File: config.mk
export PLATFORM = sky130hd
export DESIGN_NAME = lsu
export DESIGN_NICKNAME = d
export VERILOG_FILES = /design/src/hw/rv_decode_pkg.sv /design/src/hw/mem_net_pkg.sv /design/src/hw/lsu.sv
export SDC_FILE = /design/constraint.sdc
export NUM_CORES = 1
export LEC_CHECK = 0
export BUFFER_PORTS_ARGS = -buffer_cell sky130_fd_sc_hd__buf_2
export CAP_MARGIN = 20
export CORE_AREA = 4 4 108 110
export DETAILED_ROUTE_END_ITERATION = 10
export DIE_AREA = 0 0 112 114
export SLEW_MARGIN = 10
export SYNTH_ARGS = -nofsm -noshare
export SYNTH_HDL_FRONTEND = slang
export SYNTH_SLANG_ARGS = --single-unit
File: constraint.sdc
create_clock -name clk_i -period 4.2 [get_ports clk_i]
set_input_delay 0.42 -clock clk_i [delete_from_list [all_inputs] [get_ports clk_i]]
set_output_delay 0.42 -clock clk_i [all_outputs]
set_load 0.03 [all_outputs]
File: src/hw/rv_decode_pkg.sv
package rv_decode_pkg;

  // datapath widths
  localparam int DATA_W     = 32;
  localparam int MASK_W     = DATA_W / 8;
  localparam int REG_ADDR_W = 5;

  // memory operation kind
  typedef enum logic [1:0] {
    OP_LOAD,
    OP_STORE,
    OP_LR
  } mem_op_e;

  // access size
  typedef enum logic [1:0] {
    SIZE_BYTE,
    SIZE_HALF,
    SIZE_WORD
  } mem_size_e;

  // decoded memory operation from the core
  typedef struct packed {
    mem_op_e   op;
    mem_size_e size;
    logic      is_unsigned;
  } decode_s;

  // what a load result needs to be extracted
  typedef struct packed {
    logic      is_unsigned;
    mem_size_e size;
    logic [1:0] part_sel;
  } load_info_s;

endpackage

File: src/hw/mem_net_pkg.sv
package mem_net_pkg;

  // local window is the low 4 KB
  localparam int LOCAL_WINDOW_BITS = 12;
  localparam int DMEM_WORDS        = 1024;
  localparam int DMEM_ADDR_W       = 10;

  // request to the local data memory
  typedef struct packed {
    logic                                 valid;
    logic                                 write;
    logic                                 reserve;
    logic [DMEM_ADDR_W-1:0]               addr;
    logic [rv_decode_pkg::DATA_W-1:0]     data;
    logic [rv_decode_pkg::MASK_W-1:0]     mask;
    rv_decode_pkg::load_info_s            load_info;
    logic [rv_decode_pkg::REG_ADDR_W-1:0] rd;
  } local_req_s;

  // request leaving through the APB port
  typedef struct packed {
    logic                                 write_not_read;
    logic [rv_decode_pkg::DATA_W-1:0]     addr;
    logic [rv_decode_pkg::DATA_W-1:0]     data;
    logic [rv_decode_pkg::MASK_W-1:0]     mask;
    rv_decode_pkg::load_info_s            load_info;
    logic [rv_decode_pkg::REG_ADDR_W-1:0] rd;
  } remote_req_s;

  // raw load word with its extraction info
  typedef struct packed {
    logic                                 valid;
    logic [rv_decode_pkg::DATA_W-1:0]     data;
    rv_decode_pkg::load_info_s            load_info;
    logic [rv_decode_pkg::REG_ADDR_W-1:0] rd;
  } load_rsp_s;

  typedef struct packed {
    logic [rv_decode_pkg::DATA_W-1:0] paddr;
    logic                             psel;
    logic                             penable;
    logic                             pwrite;
    logic [rv_decode_pkg::DATA_W-1:0] pwdata;
    logic [rv_decode_pkg::MASK_W-1:0] pstrb;
  } apb_req_s;

  typedef struct packed {
    logic [rv_decode_pkg::DATA_W-1:0] prdata;
    logic                             pready;
    logic                             pslverr;
  } apb_rsp_s;

endpackage

File: src/hw/lsu.sv
`timescale 1ns/1ns

module lsu (
  input  logic                                 clk_i,
  input  logic                                 reset_i,
  input  logic                                 op_v_i,
  input  rv_decode_pkg::decode_s               op_decode_i,
  input  logic [rv_decode_pkg::DATA_W-1:0]     op_rs1_i,
  input  logic [rv_decode_pkg::DATA_W-1:0]     op_rs2_i,
  input  logic [rv_decode_pkg::REG_ADDR_W-1:0] op_rd_i,
  input  logic [11:0]                          op_offset_i,
  input  logic                                 remote_busy_i,
  output logic                                 op_ready_o,
  output mem_net_pkg::local_req_s              local_req_o,
  output mem_net_pkg::remote_req_s             remote_req_o,
  output logic                                 remote_v_o
);

  logic [rv_decode_pkg::DATA_W-1:0] mem_addr;
  logic [rv_decode_pkg::DATA_W-1:0] store_data;
  logic [rv_decode_pkg::MASK_W-1:0] store_mask;
  rv_decode_pkg::load_info_s        load_info;
  logic                             is_local;
  logic                             is_store;
  logic                             accept;
  logic                             live_q;

  // no issue until the first clock after reset
  always_ff @(posedge clk_i) begin
    if (!reset_i) begin
      live_q <= 1'b0;
    end else begin
      live_q <= 1'b1;
    end
  end

  assign op_ready_o = live_q & ~remote_busy_i;
  assign accept     = op_v_i & op_ready_o;

  // effective address
  assign mem_addr = op_rs1_i
    + {{(rv_decode_pkg::DATA_W-12){op_offset_i[11]}}, op_offset_i};

  // replicate store data, mask picks the lanes
  always_comb begin
    case (op_decode_i.size)
      rv_decode_pkg::SIZE_BYTE: begin
        store_data = {4{op_rs2_i[7:0]}};
        store_mask = rv_decode_pkg::MASK_W'(1) << mem_addr[1:0];
      end
      rv_decode_pkg::SIZE_HALF: begin
        store_data = {2{op_rs2_i[15:0]}};
        store_mask = mem_addr[1] ? 4'b1100 : 4'b0011;
      end
      default: begin
        store_data = op_rs2_i;
        store_mask = 4'b1111;
      end
    endcase
  end

  assign is_local = ~|mem_addr[rv_decode_pkg::DATA_W-1:mem_net_pkg::LOCAL_WINDOW_BITS];
  assign is_store = (op_decode_i.op == rv_decode_pkg::OP_STORE);

  always_comb begin
    load_info.is_unsigned = op_decode_i.is_unsigned;
    load_info.size        = op_decode_i.size;
    load_info.part_sel    = mem_addr[1:0];
  end

  // local side, LR is a read that also reserves
  always_comb begin
    local_req_o.valid     = accept & is_local;
    local_req_o.write     = is_store;
    local_req_o.reserve   = (op_decode_i.op == rv_decode_pkg::OP_LR);
    local_req_o.addr      = mem_addr[2 +: mem_net_pkg::DMEM_ADDR_W];
    local_req_o.data      = store_data;
    local_req_o.mask      = store_mask;
    local_req_o.load_info = load_info;
    local_req_o.rd        = op_rd_i;
  end

  // everything outside the window goes remote
  always_comb begin
    remote_req_o.write_not_read = is_store;
    remote_req_o.addr           = mem_addr;
    remote_req_o.data           = store_data;
    remote_req_o.mask           = store_mask;
    remote_req_o.load_info      = load_info;
    remote_req_o.rd             = op_rd_i;
  end

  assign remote_v_o = accept & ~is_local;

endmodule

==> flow_summary.json <==
{
  "slowest_stage": "or4_4",
  "cpLargestDelayFamily": "simple AND/OR/NAND/NOR gates",
  "ys_warn_count": 0,
  "fin_crit_sh_pct": 97.06,
  "antenna_left": 0,
  "critPathCapture": "remote_v_o",
  "fmax_mhz": 245.3,
  "worstPathCellList": "clkbuf_4, buf_4, ha_2, and4_2, and2_4, a221oi_4, o21ai_2, xor2_1, or3_2, or4_4, o31a_1, buf_2",
  "finalCriticalPeriod_ns": 4.076,
  "grt_pass1_wl_mm": 17.93,
  "maxSlewViolCount": 0,
  "async_flop_share_pct": 0,
  "worstPathRequired_ns": 3.78,
  "place.gp.congestion": 0.9286,
  "sw_frac_of_total_pct": 66.24,
  "slew_headroom_pct": 51.33,
  "ys_seq_area_share_pct": 0.6375,
  "synth_edf_count": 0,
  "startpoint": "op_offset_i[11]",
  "grt_pass1_vias": 3546,
  "avgSynthCellArea_um2": 7.304,
  "syn_inst": 430,
  "power.internal_mw": 0.3342,
  "via_count": 3577,
  "drive_gt1_share_pct": 50.70,
  "leakagePower_nw": 1.991,
  "synth_top_cell_by_area": "buf_4",
  "top_regs": "live_q x1",
  "worst-setup-path-type": "input port to primary output",
  "ys_ff_latch": 1,
  "synth_area_um2": 3141,
  "finalSetupViolations": 0,
  "whs_ns": 0.5245,
  "rsz0062_at_grt": "no",
  "largest_reg_flops": 1,
  "synth_ff_type": "dfxtp_1",
  "arrival_ns": 3.66,
  "synthTopCellsByArea": "buf_4 18%, ha_1 12%, mux2_2 5.7%, a21oi_1 5.3%, o21ai_0 4.0%",
  "area_delta_synth_final_pct": 26.77,
  "final_nets": 698,
  "crit_path_max_incr_delay_ns": 0.54,
  "gr-usage-all-layers_pct": 16.66,
  "worst_slew_pin_slew_ns": 0.7273,
  "p_sw_mw": 0.6556,
  "antenna_found_initial": 0,
  "antenna_cells": 0,
  "vdd_drop_max_mv": 0.2066,
  "seq_power_share_pct": 1.0,
  "gr-total-overflow": 0,
  "yosysTopAreaCellShare_pct": 18.17,
  "hpwl_mm": 10.55,
  "syn-num-nets": 552,
  "die_x_um": 112,
  "maxCapViolCount": 0,
  "fp.dieH_um": 114,
  "std_cell_rows": 38,
  "vias_per_cell": 5.010,
  "p_clk_share_pct": 0,
  "grt_start_max_net_pins": 32,
  "crit_buf_inv": 3,
  "io_pins": 230,
  "outcome": "complete, no violations",
  "clkTransAtPathRegs_ns": 0,
  "yosysMostFrequentCell": "buf_4",
  "dieArea_um2": 12770,
  "hold_path.class": "input port to register",
  "hold_viol": 0,
  "startpoint_type": "input port",
  "final.setup.tns_ns": 0,
  "combPwrFrac_pct": 99.0,
  "ys_types": 66,
  "cp.depth": 12,
  "critPathMaxFanout": 14,
  "crit_path_end_kind": "primary output",
  "wirelength_mm": 11.90,
  "synth_commonest_cells": "76 x buf_4, 33 x a21oi_1, 31 x ha_1, 31 x nand2_1, 25 x o21ai_0",
  "drc": 0,
  "start_util_pct": 29.36,
  "drt-pass1-iter-count": 4,
  "io_buffers": 211,
  "p_per_area_nw_per_um2": 248.6,
  "post_drt_wl_per_cell_um": 16.67,
  "core-area_um2": 10700,
  "drt_iter0_drc": 207,
  "largest_register": "live_q"
}
==> layout by cell type (no fill, tap or decap), types with 3 or more instances in the layout <==
cell | synthesis | final
a211oi_1 | 7 | 6
o21a_1 | 4 | 4
a21oi_2 | 2 | 3
nor2b_1 | 4 | 4
and4_1 | 4 | 3
and3_1 | 3 | 3
or4_1 | 3 | 3
nand2_1 | 31 | 31
nor2_1 | 21 | 21
a21oi_1 | 33 | 32
ha_2 | 0 | 4
inv_1 | 8 | 8
xnor2_1 | 13 | 13
mux2_2 | 16 | 16
ha_1 | 31 | 26
o21ai_0 | 25 | 25
mux2i_1 | 8 | 8
o21bai_1 | 8 | 8
buf_4 | 76 | 29
xor2_1 | 10 | 10
nand3_1 | 10 | 10
nand4_1 | 5 | 5
o21ai_1 | 3 | 3
a21o_1 | 12 | 12
buf_2 | 5 | 209
or3_1 | 4 | 4
and2_2 | 4 | 4
o211ai_1 | 6 | 6
nor3_1 | 9 | 9
and2_1 | 5 | 5
o31ai_1 | 5 | 5
==> final cells by class <==
class	instances	area (um^2)
tap	140	175.2
multi-input combinational	326	2485
sequential	1	20.02
timing repair buffer	239	1271
inverter	8	30.03
fill	1200	6716
==> logic make-up (layout without fill, tap and decap cells) <==
kind of cell	after synthesis	in the layout	synth area share [%]
flops	1	1	0.6375
mux	24	24	8.287
simple gates	114	114	19.20
buf+inv	103	247	22.79
compound gates	133	133	29.68
xor+xnor	23	23	6.414
fa+ha+maj	32	32	12.99
==> power by group through the flow <==
stage / Clock [mW] / Combinational (mW) / Sequential (mW)
CTS: 0 / 0.971 / 0.0104
finish: 0 / 0.979 / 0.0103
global route: 0 / 1.05 / 0.0104
detailed placement: 0 / 0.967 / 0.0104
global placement: 0 / 0.964 / 0.0103
floorplan: 0 / 0.761 / 0.0103
==> per-stage QoR <==
stage	cell area, um^2	util, %	power [mW]	cells	setup WS (ns)
global route	3981	37.22	1.058	714	0.003352
global placement	3897	36.43	0.9739	713	0.06607
detailed placement	3897	36.43	0.9776	713	-0.0003237
floorplan	3149	-	0.7716	430	0.08945
finish	3981	37.22	0.9897	714	0.1236
CTS	3900	36.46	0.9809	713	0.006728
==> worst min-delay path by stage <==
| stage | start | to | slack, ns | cells past startpoint |
|---|---|---|---|---|
| after global routing | reset_i | live_q$_DFF_P_ | 0.53 | 1 |
| after CTS | reset_i | live_q$_DFF_P_ | 0.53 | 1 |
| after detailed placement | reset_i | live_q$_DFF_P_ | 0.53 | 1 |
| after global placement | reset_i | live_q$_DFF_P_ | 0.52 | 1 |
| final | reset_i | live_q$_DFF_P_ | 0.52 | 1 |
| after floorplan | reset_i | live_q$_DFF_P_ | 0.45 | 0 |
==> layer usage <==
layer / vias up / part of all wire (%) / global-route usage, %
met5: - / 0 / 0
met4: 0 / 1.3 / 1.923
met3: 10 / 9.0 / 3.767
met2: 151 / 52 / 32.69
met1: 1612 / 37 / 18.84
li1: 1804 / - / -
==> repair_timing <==
item | CTS | global route
setup buffers | 0 | 1
setup endpoints to repair | 1 | 2
hold buffers | 0 | 0
pin swaps | 0 | 2
gates resized for setup | 1 | 14
(Power assumes the default switching activity.)
