`config.mk`:
```
export PLATFORM = sky130hd
export DESIGN_NAME = load_writeback
export DESIGN_NICKNAME = d
export VERILOG_FILES = /design/src/hw/rv_decode_pkg.sv /design/src/hw/mem_net_pkg.sv /design/src/hw/load_writeback.sv
export SDC_FILE = /design/constraint.sdc
export NUM_CORES = 1
export LEC_CHECK = 0
export BUFFER_PORTS_ARGS = -buffer_cell sky130_fd_sc_hd__buf_2
export CAP_MARGIN = 40
export CORE_MARGIN = 8
export CORE_UTILIZATION = 43
export CTS_BUF_LIST = sky130_fd_sc_hd__clkbuf_8
export DETAILED_ROUTE_END_ITERATION = 6
export HOLD_SLACK_MARGIN = 0.1
export PLACE_DENSITY = 0.88
export SLEW_MARGIN = 20
export SYNTH_ARGS = -nofsm -noshare
export SYNTH_HDL_FRONTEND = slang
export SYNTH_SLANG_ARGS = --single-unit
export TNS_END_PERCENT = 20
```
`constraint.sdc`:
```
create_clock -name clk_i -period 1.8 [get_ports clk_i]
set_input_delay 0.18 -clock clk_i [delete_from_list [all_inputs] [get_ports clk_i]]
set_output_delay 0.18 -clock clk_i [all_outputs]
set_load 0.03 [all_outputs]
```
`src/hw/rv_decode_pkg.sv`:
```
package rv_decode_pkg;

  // datapath widths
  localparam int DATA_W     = 32;
  localparam int MASK_W     = DATA_W / 8;
  localparam int REG_ADDR_W = 5;

  // memory operation kind
  typedef enum logic [1:0] {
    OP_LOAD,
    OP_STORE,
    OP_LR
  } mem_op_e;

  // access size
  typedef enum logic [1:0] {
    SIZE_BYTE,
    SIZE_HALF,
    SIZE_WORD
  } mem_size_e;

  // decoded memory operation from the core
  typedef struct packed {
    mem_op_e   op;
    mem_size_e size;
    logic      is_unsigned;
  } decode_s;

  // what a load result needs to be extracted
  typedef struct packed {
    logic      is_unsigned;
    mem_size_e size;
    logic [1:0] part_sel;
  } load_info_s;

endpackage

```
`src/hw/mem_net_pkg.sv`:
```
package mem_net_pkg;

  // local window is the low 4 KB
  localparam int LOCAL_WINDOW_BITS = 12;
  localparam int DMEM_WORDS        = 1024;
  localparam int DMEM_ADDR_W       = 10;

  // request to the local data memory
  typedef struct packed {
    logic                                 valid;
    logic                                 write;
    logic                                 reserve;
    logic [DMEM_ADDR_W-1:0]               addr;
    logic [rv_decode_pkg::DATA_W-1:0]     data;
    logic [rv_decode_pkg::MASK_W-1:0]     mask;
    rv_decode_pkg::load_info_s            load_info;
    logic [rv_decode_pkg::REG_ADDR_W-1:0] rd;
  } local_req_s;

  // request leaving through the APB port
  typedef struct packed {
    logic                                 write_not_read;
    logic [rv_decode_pkg::DATA_W-1:0]     addr;
    logic [rv_decode_pkg::DATA_W-1:0]     data;
    logic [rv_decode_pkg::MASK_W-1:0]     mask;
    rv_decode_pkg::load_info_s            load_info;
    logic [rv_decode_pkg::REG_ADDR_W-1:0] rd;
  } remote_req_s;

  // raw load word with its extraction info
  typedef struct packed {
    logic                                 valid;
    logic [rv_decode_pkg::DATA_W-1:0]     data;
    rv_decode_pkg::load_info_s            load_info;
    logic [rv_decode_pkg::REG_ADDR_W-1:0] rd;
  } load_rsp_s;

  typedef struct packed {
    logic [rv_decode_pkg::DATA_W-1:0] paddr;
    logic                             psel;
    logic                             penable;
    logic                             pwrite;
    logic [rv_decode_pkg::DATA_W-1:0] pwdata;
    logic [rv_decode_pkg::MASK_W-1:0] pstrb;
  } apb_req_s;

  typedef struct packed {
    logic [rv_decode_pkg::DATA_W-1:0] prdata;
    logic                             pready;
    logic                             pslverr;
  } apb_rsp_s;

endpackage

```
`src/hw/load_writeback.sv`:
```
`timescale 1ns/1ns

module load_writeback (
  input  logic                                 clk_i,
  input  logic                                 reset_i,
  input  mem_net_pkg::load_rsp_s               local_rsp_i,
  input  mem_net_pkg::load_rsp_s               remote_rsp_i,
  output logic                                 wb_v_o,
  output logic [rv_decode_pkg::REG_ADDR_W-1:0] wb_rd_o,
  output logic [rv_decode_pkg::DATA_W-1:0]     wb_data_o
);

  mem_net_pkg::load_rsp_s               rsp;
  logic [rv_decode_pkg::DATA_W-1:0]     shifted;
  logic [rv_decode_pkg::DATA_W-1:0]     ext;
  logic [rv_decode_pkg::REG_ADDR_W-1:0] wb_rd_q;
  logic [rv_decode_pkg::DATA_W-1:0]     wb_data_q;

  // the two sources never land in the same cycle
  assign rsp     = local_rsp_i.valid ? local_rsp_i : remote_rsp_i;
  assign shifted = rsp.data >> {rsp.load_info.part_sel, 3'b000};

  always_comb begin
    case (rsp.load_info.size)
      rv_decode_pkg::SIZE_BYTE:
        ext = {{(rv_decode_pkg::DATA_W-8){~rsp.load_info.is_unsigned & shifted[7]}},
               shifted[7:0]};
      rv_decode_pkg::SIZE_HALF:
        ext = {{(rv_decode_pkg::DATA_W-16){~rsp.load_info.is_unsigned & shifted[15]}},
               shifted[15:0]};
      default:
        ext = shifted;
    endcase
  end

  // bus keeps the last write-back between loads
  always_ff @(posedge clk_i) begin
    if (!reset_i) begin
      wb_rd_q   <= '0;
      wb_data_q <= '0;
    end else if (rsp.valid) begin
      wb_rd_q   <= rsp.rd;
      wb_data_q <= ext;
    end
  end

  assign wb_v_o    = rsp.valid;
  assign wb_rd_o   = rsp.valid ? rsp.rd : wb_rd_q;
  assign wb_data_o = rsp.valid ? ext : wb_data_q;

endmodule

```
==> results of run 1 <==
layout make-up:
class / count / area share [%]
Clock inverter: 3 / 0.3001
Inverter: 2 / 0.1637
Sequential cell: 37 / 16.15
Timing Repair Buffer: 181 / 30.01
Tap cell: 75 / 2.046
Multi-Input combinational cell: 254 / 49.82
Clock buffer: 5 / 1.501
critical path: cells and delay by family:
kind | cells | cell delay (ns)
buffers and inverters | 6 | 0.77
and+or+nand+nor | 1 | 0.10
muxes | 2 | 0.50
AOI/OAI and AO/OA | 2 | 0.30
metrics by stage:
stage	total power (uW)	instances	instance area, um2
after floorplan	1785	318	2958
after global placement	2171	536	3896
after detailed placement	2209	536	3896
after CTS	3000	554	4446
after global routing	3234	557	4586
final	3089	557	4586
logic make-up after synthesis:
group / count (synthesis) / share of synthesized area (%)
AND/OR/NAND/NOR: 122 / 22.82
buffers and inverters: 28 / 5.705
flip-flops: 37 / 28.86
AO/OA/AOI/OAI: 74 / 18.38
multiplexers: 57 / 24.23
state kept, by name, summed over array words and instances, names as in the netlist:
name / cells
wb_data_q: 32
wb_rd_q: 5
final timing paths:
kind	to	cells after the start	slack, ns
max	wb_data_o[6]	11	-0.26
min	wb_data_q[18]	2	0.20
min reg2reg	wb_data_q[9]	2	0.53
max reg2reg	wb_data_q[27]	3	0.93
routing by layer:
metal  global-route usage (%)  wire length (um)
met1                    25.25              4127
met2                    44.77              5841
met3                    6.090               564
met4                    9.128               305
met5                        0                 0
cell usage in the layout, fill, tap and decap left out, drive strengths merged:
master / count
buf: 181
nor2: 56
dfxtp: 37
mux2i: 32
mux2: 25
a21oi: 25
and2: 23
a31oi: 17
nand3: 15
o21ai: 12
nand2: 8
nor3: 8
nand2b: 7
a211oi: 7
a21boi: 7
clkbuf: 5
inv: 3
a221oi: 2
o211ai: 2
clkinv: 2
or4b: 1
or4: 1
nor2b: 1
a22o: 1
nor4bb: 1
nor4b: 1
a221o: 1
o221ai: 1
repair_timing:
action,4_1_cts,5_1_grt
hold buffers,0,0
resized for setup,98,22
pin swaps,12,6
endpoints found under the setup margin,52,33
buffers inserted,8,3
cloned,2,0
power by group:
group | internal (uW) | switching [uW] | total, uW
clock network | 263 | 308 | 570
logic | 750 | 857 | 1610
registers | 890 | 22.3 | 913
total | 1900 | 1190 | 3090
==> reports/qor.yml, run 1 <==
cells_and_area:
  multiInputGateArea_mm2: 0.002285
  fillers: 361
  finalNetCount: 569
  utilization_pct: 78.38
  regArea_um2: 740.7
  drive_gt1_share_pct: 58.09
  antenna_cells: 0
  syn_to_final_growth_pct: 78.69
sta:
  fin_worst_skew_ns: 0
  setup_viol: 32
  whs_ns: 0.2011
  hold_viol_final: 0
  tightest_slew_ns: 0.5139
  relSlewSlack_pct: 65.74
  drv_slew: 0
  rsz0062_at_grt: "true"
  period_needed_ns: 2.055
  period_share_pct: 114.2
  setup_ws_ns: -0.2554
  finalSetupTns_ns: -6.400
  fmax_mhz: 486.5
logic_synthesis:
  yosys.cell_types.count: 33
  async_flop_share_pct: 0
  synth.most_common_cell: "nor2_1"
  ys_ff_latch: 37
  syn_area_mm2: 0.002566
  yosysTopAreaCellShare_pct: 28.86
  yosys_warnings: 0
  synth_area_leaders: "dfxtp_1 (29%), mux2i_1 (12%), mux2_2 (10%)"
  ys_seq_area_share_pct: 28.86
  syn_inst: 318
  synth_ff_type: "dfxtp_1"
  yosysTopAreaCell: "dfxtp_1"
  synth-edff-count: 0
  synth_commonest_cells: "nor2_1 (56), dfxtp_1 (37), mux2i_1 (31), a21oi_1 (25)"
  syn-num-nets: 406
  synth_area_per_cell_um2: 8.070
cts:
  root_buffer: "clkbuf_8"
  cts_buffers: 5
  cts_tree: "built"
  clk_transition_reported_paths_ns: 0.08
  worstSkewPairLatency_ns: 0.29
  clock-sinks: 37
  cts_buffer_depth: 2
  htreeDepth: 2
power:
  powerDensity_mw_per_mm2: 673.7
  leakagePower_uw: 0.002016
  ir_drop_uv: 480.4
worst_setup_path:
  cp-start-kind: "input pin"
  critPathMaxFanout: 8
  crit_required_ns: 1.62
  critPathMostFrequentCell: "buf_6"
  endpoint_kind: "output pin"
  rr_startpoint: "wb_data_q[27]"
  worstSetupPathType: "input pin to output pin"
  max_stage_delay_ns: 0.26
  crit_start: "local_rsp_i[42]"
  critPathArrivalTime_ns: 1.88
  slowest_stage: "mux2i_4"
  crit_chain: "buf_12, buf_8, buf_6, mux2i_4, buf_6, buf_6, mux2i_1, nor2_1, a21oi_2, a21oi_4, buf_4"
placed_design:
  finalWeightedCongestion: 0.8781
  pre_cts_ws_ns: -0.5277
  io_buffers: 125
  dp_hpwl_mm: 7.816
drt:
  first_iter_violations: 132
  wire_per_inst_um: 19.46
  vias_per_cell: 5.528
  antenna_left: 0
  drc_errors: 0
  num_vias: 3079
  wl_mm: 10.84
  detailedRoute.firstPassIterationCount: 4
worst_hold_path:
  worstHoldStart: "reset_i"
  min_path_type: "input pin to register"
floorplan:
  die_height_um: 93.25
  num_io_pins: 126
  die_w_um: 93.25
  fp-row-count: 28
  start_util_pct: 43.86
  dieArea_mm2: 0.008696
  core_area_mm2: 0.005851
global_route:
  grt_max_degree: 30
  grt_pass1_wl_mm: 16.81
  grt_pass1_vias: 3397
  track_usage_pct: 24.09
  grt_overflow_total: 0
  antenna_found_initial: 0
status:
  violations: "negative setup slack"
  status: "finished with violations"
run:
  drv_cap: 0
No activity file was read; power rests on OpenSTA's default activity.
==> inputs of run 2 (changes only) <==
Settings changed: CORE_UTILIZATION 43 to 48, PLACE_DENSITY 0.88 to 0.92.
Clock period 1.8 ns to 2 ns, I/O delays scaled along.
==> run 2 against run 1 <==
The flow still finishes with violations (negative setup slack). Global-route usage up 4.8 points. Cell count down 1.6%. Register-to-register slack worse by 0.32 ns. First-iteration DRC count rose to 3.9 times the previous value. Flip-flop and latch count unchanged. Highest routed layer unchanged. Final area down 8.7%. Combinational power down 18%. Clock skew unchanged. Critical path depth down 5. Largest power group unchanged. Non-clock buffer count down 6. Sequential share of layout area up 1.5 points. Count of clock-buffer cells in the layout up 2.
==> reports/qor.yml, run 2 (synthesis results as in run 1) <==
status:
  status: "finished with violations"
  violations: "negative setup slack"
power:
  p_seq_share_pct: 30.1  # +0.6 points
  clkPwrFrac_pct: 21.8  # +3.3 points
  internal_power_uw: 1675  # -12%
  swShare_pct: 39.13  # +0.73 points
  ir_drop_uv: 454.8  # -5.3%
  powerDensity_mw_per_mm2: 657.2  # -2.4%
  leakagePower_uw: 0.001924  # -4.5%
  p_comb_share_pct: 48.0  # -4.0 points
  p_switching_uw: 1077  # -9.2%
cts:
  cts_buffer_depth: 2  # unchanged
  htreeDepth: 2  # unchanged
  cts_tree: "built"
  clk_transition_reported_paths_ns: 0.08  # about the same
  root_buffer: "clkbuf_8"
  worstSkewPairLatency_ns: 0.30  # about the same
  cts_buffers: 5  # unchanged
  cts_hold_buf: 0  # unchanged
  clock-sinks: 37  # unchanged
drt:
  wire_per_inst_um: 24.48  # +26%
  antenna_left: 0  # unchanged
  num_vias: 3615  # +17%
  wl_mm: 13.41  # +24%
  detailedRoute.firstPassIterationCount: 5  # +1
  vias_per_cell: 6.597  # +19%
  first_iter_violations: 514  # +290%
  drc_errors: 0  # unchanged
worst_setup_path:
  max_stage_delay_ns: 0.58  # +0.32 ns
  r2r-end: "wb_data_q[28]"
  worst-path-buf-inv: 2  # -4
  rr_startpoint: "wb_data_q[28]"
  slowest_stage: "a221oi_2"
  endpoint_kind: "output pin"
  crit_chain: "buf_12, mux2_2, mux2_4, a221oi_2, a31oi_1, buf_4"
  critPathMaxFanout: 7  # -1
  worstSetupPathType: "input pin to output pin"
  reg2reg_depth: 7  # +4
  crit_start: "local_rsp_i[42]"
  cp-start-kind: "input pin"
  rrSetupSlack_ns: 0.61  # -0.32 ns
  cp.depth: 6  # -5
  cp-endpoint: "wb_data_o[17]"
  critPathArrivalTime_ns: 2.03  # +0.15 ns
  crit_family: "compound AO/OA/AOI/OAI gates"
  crit_required_ns: 1.80  # +0.18 ns
sta:
  period_needed_ns: 2.225
  period_share_pct: 111.3
  setup_ws_ns: -0.2255  # +0.02992 ns
  relSlewSlack_pct: 56.85  # -8.9 points
  drv_slew: 0  # unchanged
  hold_viol_final: 0  # unchanged
  setup_viol: 32  # unchanged
  finalSetupTns_ns: -4.083  # +2.317 ns
  tightest_slew_ns: 0.6473  # +0.1333 ns
  fmax_mhz: 449.3
  fin_worst_skew_ns: 0  # unchanged
  rsz0062_at_grt: "true"
cells_and_area:
  largest-register: "wb_data_q"
  final_area_mm2: 0.004188  # -8.7%
  largest_reg_flops: 32  # unchanged
  syn_to_final_growth_pct: 63.19
  finalNetCount: 565  # -0.70%
  layout.cells.non_filler: 548  # -1.6%
  antenna_cells: 0  # unchanged
  layout_commonest_cell: "buf_2"
  final_cell_mix: "buf_2 (96), buf_4 (56), nor2_1 (55)"
  top_regs: "wb_data_q x32, wb_rd_q x5"
  drive_gt1_share_pct: 53.35  # -4.7 points
floorplan:
  die_height_um: 89.12  # -4.4%
  fp-row-count: 26  # -7.1%
  core_area_mm2: 0.005140  # -12%
  num_io_pins: 126  # unchanged
  die_w_um: 89.12  # -4.4%
  start_util_pct: 49.93  # +6.1 points
  dieArea_mm2: 0.007942  # -8.7%
placed_design:
  dp_hpwl_mm: 6.877  # -12%
  placedCellCount: 515  # -3.9%
  io_buffers: 125  # unchanged
  finalWeightedCongestion: 0.8955  # +2.0%
  place_area_mm2: 0.003415  # -12%
run:
  drv_cap: 0  # unchanged
global_route:
  grt_pass1_vias: 3426  # +0.85%
  track_usage_pct: 28.84  # +4.8 points
  antenna_found_initial: 0  # unchanged
  grt_max_degree: 49  # +63%
  grt_overflow_total: 0  # unchanged
  grt_pass1_wl_mm: 17.56  # +4.5%
worst_hold_path:
  min_path_type: "input pin to register"
==> run 2: layout make-up <==
cell class	instances	area [um2]
repair buffers	175	1265
flip-flops and latches	37	740.7
well taps	70	87.58
inverters	2	7.507
fillers	289	952.2
multi-input cells	256	1986
clock buffers	7	96.34
clock inverters	1	5.005
==> run 2: worst min path at each step <==
stage / start / to / slack (ns) / depth (start not counted)
after floorplan: reset_i / wb_data_q[25] / 0.32 / 1
after global placement: wb_data_q[14] / wb_data_q[14] / 0.49 / 2
after detailed placement: wb_data_q[11] / wb_data_q[11] / 0.50 / 2
after CTS: local_rsp_i[0] / wb_rd_q[0] / 0.26 / 4
after global routing: local_rsp_i[0] / wb_rd_q[0] / 0.28 / 4
final: local_rsp_i[0] / wb_rd_q[0] / 0.26 / 4
==> run 2: stage by stage <==
stage	total power, uW	hold WS [ns]	utilization (%)	setup slack (ns)
finish	2752	0.2570	81.48	-0.2255
global route	2827	0.2752	81.48	-0.2324
CTS	2540	0.2599	76.66	-0.08160
detailed placement	1803	0.5030	66.43	-0.6281
global placement	1776	0.4892	66.43	-0.5393
floorplan	1470	0.3217	-	-0.1813
==> run 2: worst min-delay path, cell delays in order <==
cell,delay (ns)
buf_2,0.08
nand2_1,0.04
o21ai_0,0.08
and2_1,0.13
==> run 2: routing by layer <==
| metal | global-route usage [%] | part of all wire [%] | wire (um) |
|---|---|---|---|
| met1 | 32.58 | 34 | 4537 |
| met2 | 47.81 | 46 | 6135 |
| met5 | 0 | 0 | 0 |
| met3 | 7.445 | 13 | 1688 |
| met4 | 17.22 | 7.9 | 1053 |
==> run 2: power by group through the flow <==
stage               clock, uW  combinational (uW)  sequential [uW]
global placement            0                 943              833
global route              626                1370              830
detailed placement          0                 968              835
finish                    601                1320              829
CTS                       582                1140              819
floorplan                   0                 641              830
==> run 2: timing repair <==
| action | CTS | global route |
|---|---|---|
| resized for setup | 64 | 36 |
| gates cloned | 5 | 1 |
| endpoints found under the setup margin | 56 | 33 |
| buffers inserted | 11 | 8 |
| pin swaps | 12 | 8 |
==> inputs of run 3 (changes only) <==
Settings changed: CORE_UTILIZATION 48 to 43, PLACE_DENSITY 0.92 to 0.88.
Clock period 2 ns to 1.9 ns, I/O delays scaled along.
==> run 3 against run 2 <==
The run still ends with negative setup slack left. Register-to-register slack improved by 0.35 ns. Critical endpoint is now wb_data_o[16]. Clock skew stayed put. Non-clock buffer count grew 9. Die area is 9.5% higher. Critical path type unchanged. Critical path depth grew 3. Hold slack got worse by 0.021 ns. Sequential power rose by 4.1%. Global-route usage fell by 7.1 points.
==> reports/qor.yml, run 3 (synthesis results as in run 1) <==
cells_and_area:
  syn_to_final_growth_pct: 72.89
  drive_gt1_share_pct: 53.93  # +0.58 points
  largest_reg_flops: 32  # unchanged
  final_cell_mix: "buf_2 (93), buf_4 (57), nor2_1 (53)"
  fillers: 381  # +32%
  layout_commonest_cell: "buf_2"
  largest-register: "wb_data_q"
  layout.cells.non_filler: 559  # +2.0%
  top_regs: "wb_data_q x32, wb_rd_q x5"
  finalNetCount: 571  # +1.1%
  antenna_cells: 0  # unchanged
power:
  powerDensity_mw_per_mm2: 645.3  # -1.8%
  ir_drop_uv: 521.8  # +15%
  leakagePower_uw: 0.002019  # +4.9%
  total_power_uw: 2863  # +4.0%
sta:
  whs_ns: 0.2357  # -0.02132 ns
  relSlewSlack_pct: 70.11  # +13 points
  tightest_slew_ns: 0.4478  # -0.1994 ns
  period_needed_ns: 2.105
  fin_worst_skew_ns: 0  # unchanged
  setup_ws_ns: -0.2053  # +0.02020 ns
  fmax_mhz: 475.0
  hold_viol_final: 0  # unchanged
  setup_viol: 31  # -3.1%
  rsz0062_at_grt: "true"
  drv_slew: 0  # unchanged
  period_share_pct: 110.8
floorplan:
  fp-row-count: 28  # +7.7%
  start_util_pct: 43.86  # -6.1 points
  num_io_pins: 126  # unchanged
  dieArea_mm2: 0.008696  # +9.5%
  die_w_um: 93.25  # +4.6%
  die_height_um: 93.25  # +4.6%
  core_area_mm2: 0.005851  # +14%
drt:
  wire_per_inst_um: 18.67  # -24%
  antenna_left: 0  # unchanged
  vias_per_cell: 5.528  # -16%
  first_iter_violations: 134  # -74%
  wl_mm: 10.44  # -22%
  detailedRoute.firstPassIterationCount: 4  # -1
  drc_errors: 0  # unchanged
  num_vias: 3090  # -15%
cts:
  cts_buffer_depth: 2  # unchanged
  clock-sinks: 37  # unchanged
  cts_buffers: 5  # unchanged
  cts_tree: "built"
  root_buffer: "clkbuf_8"
  worstSkewPairLatency_ns: 0.29  # about the same
  htreeDepth: 2  # unchanged
  clk_transition_reported_paths_ns: 0.08  # about the same
status:
  violations: "negative setup slack"
  status: "finished with violations"
global_route:
  grtUsageMet2_pct: 40.66  # -7.2 points
  antenna_found_initial: 0  # unchanged
  track_usage_pct: 21.75  # -7.1 points
  met3_usage_pct: 4.567  # -2.9 points
  grt_pass1_wl_mm: 15.16  # -14%
  grt_busiest_layer: "met2"
  grt_max_degree: 29  # -41%
  grt_pass1_vias: 3201  # -6.6%
  grt_overflow_total: 0  # unchanged
  met1_usage_pct: 22.70  # -9.9 points
worst_hold_path:
  min_path_type: "input pin to register"
  min_to: "wb_rd_q[3]"
  worstHoldStart: "local_rsp_i[3]"
  hold_depth: 4  # unchanged
worst_setup_path:
  cp-start-kind: "input pin"
  reg2reg_depth: 4  # -3
  rr_startpoint: "wb_data_q[27]"
  r2r-end: "wb_data_q[27]"
  endpoint_kind: "output pin"
  rrSetupSlack_ns: 0.96  # +0.35 ns
  critPathMaxFanout: 10  # +3
  critPathArrivalTime_ns: 1.92  # -0.11 ns
  crit_required_ns: 1.71  # -0.09 ns
  worstSetupPathType: "input pin to output pin"
run:
  drv_cap: 0  # unchanged
placed_design:
  finalWeightedCongestion: 0.8579  # -4.2%
  io_buffers: 125  # unchanged
  placedCellCount: 538  # +4.5%
  dp_hpwl_mm: 7.281  # +5.9%
==> run 3: worst max path at each step <==
| stage | startpoint | endpoint | slack (ns) | depth (start not counted) |
|---|---|---|---|---|
| 5_1_grt | local_rsp_i[42] | wb_data_o[16] | -0.24 | 9 |
| 3_3_place_gp | local_rsp_i[42] | wb_data_o[8] | -0.52 | 7 |
| 2_1_floorplan | local_rsp_i[42] | wb_rd_q[0] | -0.15 | 7 |
| 3_5_place_dp | local_rsp_i[42] | wb_data_o[9] | -0.60 | 7 |
| 4_1_cts | local_rsp_i[42] | wb_data_o[23] | -0.17 | 9 |
| 6_report | local_rsp_i[42] | wb_data_o[16] | -0.21 | 9 |
==> run 3: repair_timing <==
action	4_1_cts	5_1_grt
cloned	2	1
pin swaps	11	3
endpoints found under the setup margin	56	32
buffers inserted	5	5
hold buffers	0	0
gates resized for setup	88	16
==> run 3: per-stage QoR <==
stage               utilization [%]  worst slack (ns)  instance area (um2)  TNS [ns]
floorplan                         -           -0.1515                 2816    -4.067
global placement              64.59           -0.5183                 3779    -21.35
detailed placement            64.59           -0.6022                 3779    -24.19
CTS                           73.42           -0.1741                 4295    -3.355
global route                  75.83           -0.2425                 4437    -6.005
finish                        75.83           -0.2053                 4437    -4.115
==> run 3: layer usage <==
layer | wire length, um | share of wire, %
met1 | 3986 | 38
met2 | 5624 | 54
met3 | 517 | 5.0
met4 | 308 | 3.0
met5 | 0 | 0
==> run 3: cell type report <==
| class | count | area [um2] | share of cell area, % |
|---|---|---|---|
| Multi-Input combinational cell | 253 | 2133 | 48.08 |
| Timing Repair Buffer | 184 | 1375 | 30.99 |
| Clock inverter | 3 | 17.52 | 0.3948 |
| Tap cell | 75 | 93.84 | 2.115 |
| Inverter | 2 | 7.507 | 0.1692 |
| Sequential cell | 37 | 740.7 | 16.69 |
| Clock buffer | 5 | 68.82 | 1.551 |
==> run 3: worst max-delay path: stages <==
cell and delay [ns]:
buf_12 0.11, buf_8 0.13, mux2i_4 0.35, buf_12 0.19, a221o_1 0.19, o221ai_4 0.14
buf_4 0.18, a31oi_2 0.25, buf_6 0.18
==> run 3: report_power, final <==
part	internal (uW)	switching, uW	total, uW
clock network	254	310	563
logic	670	767	1440
registers	843	20.2	863
total	1770	1100	2860
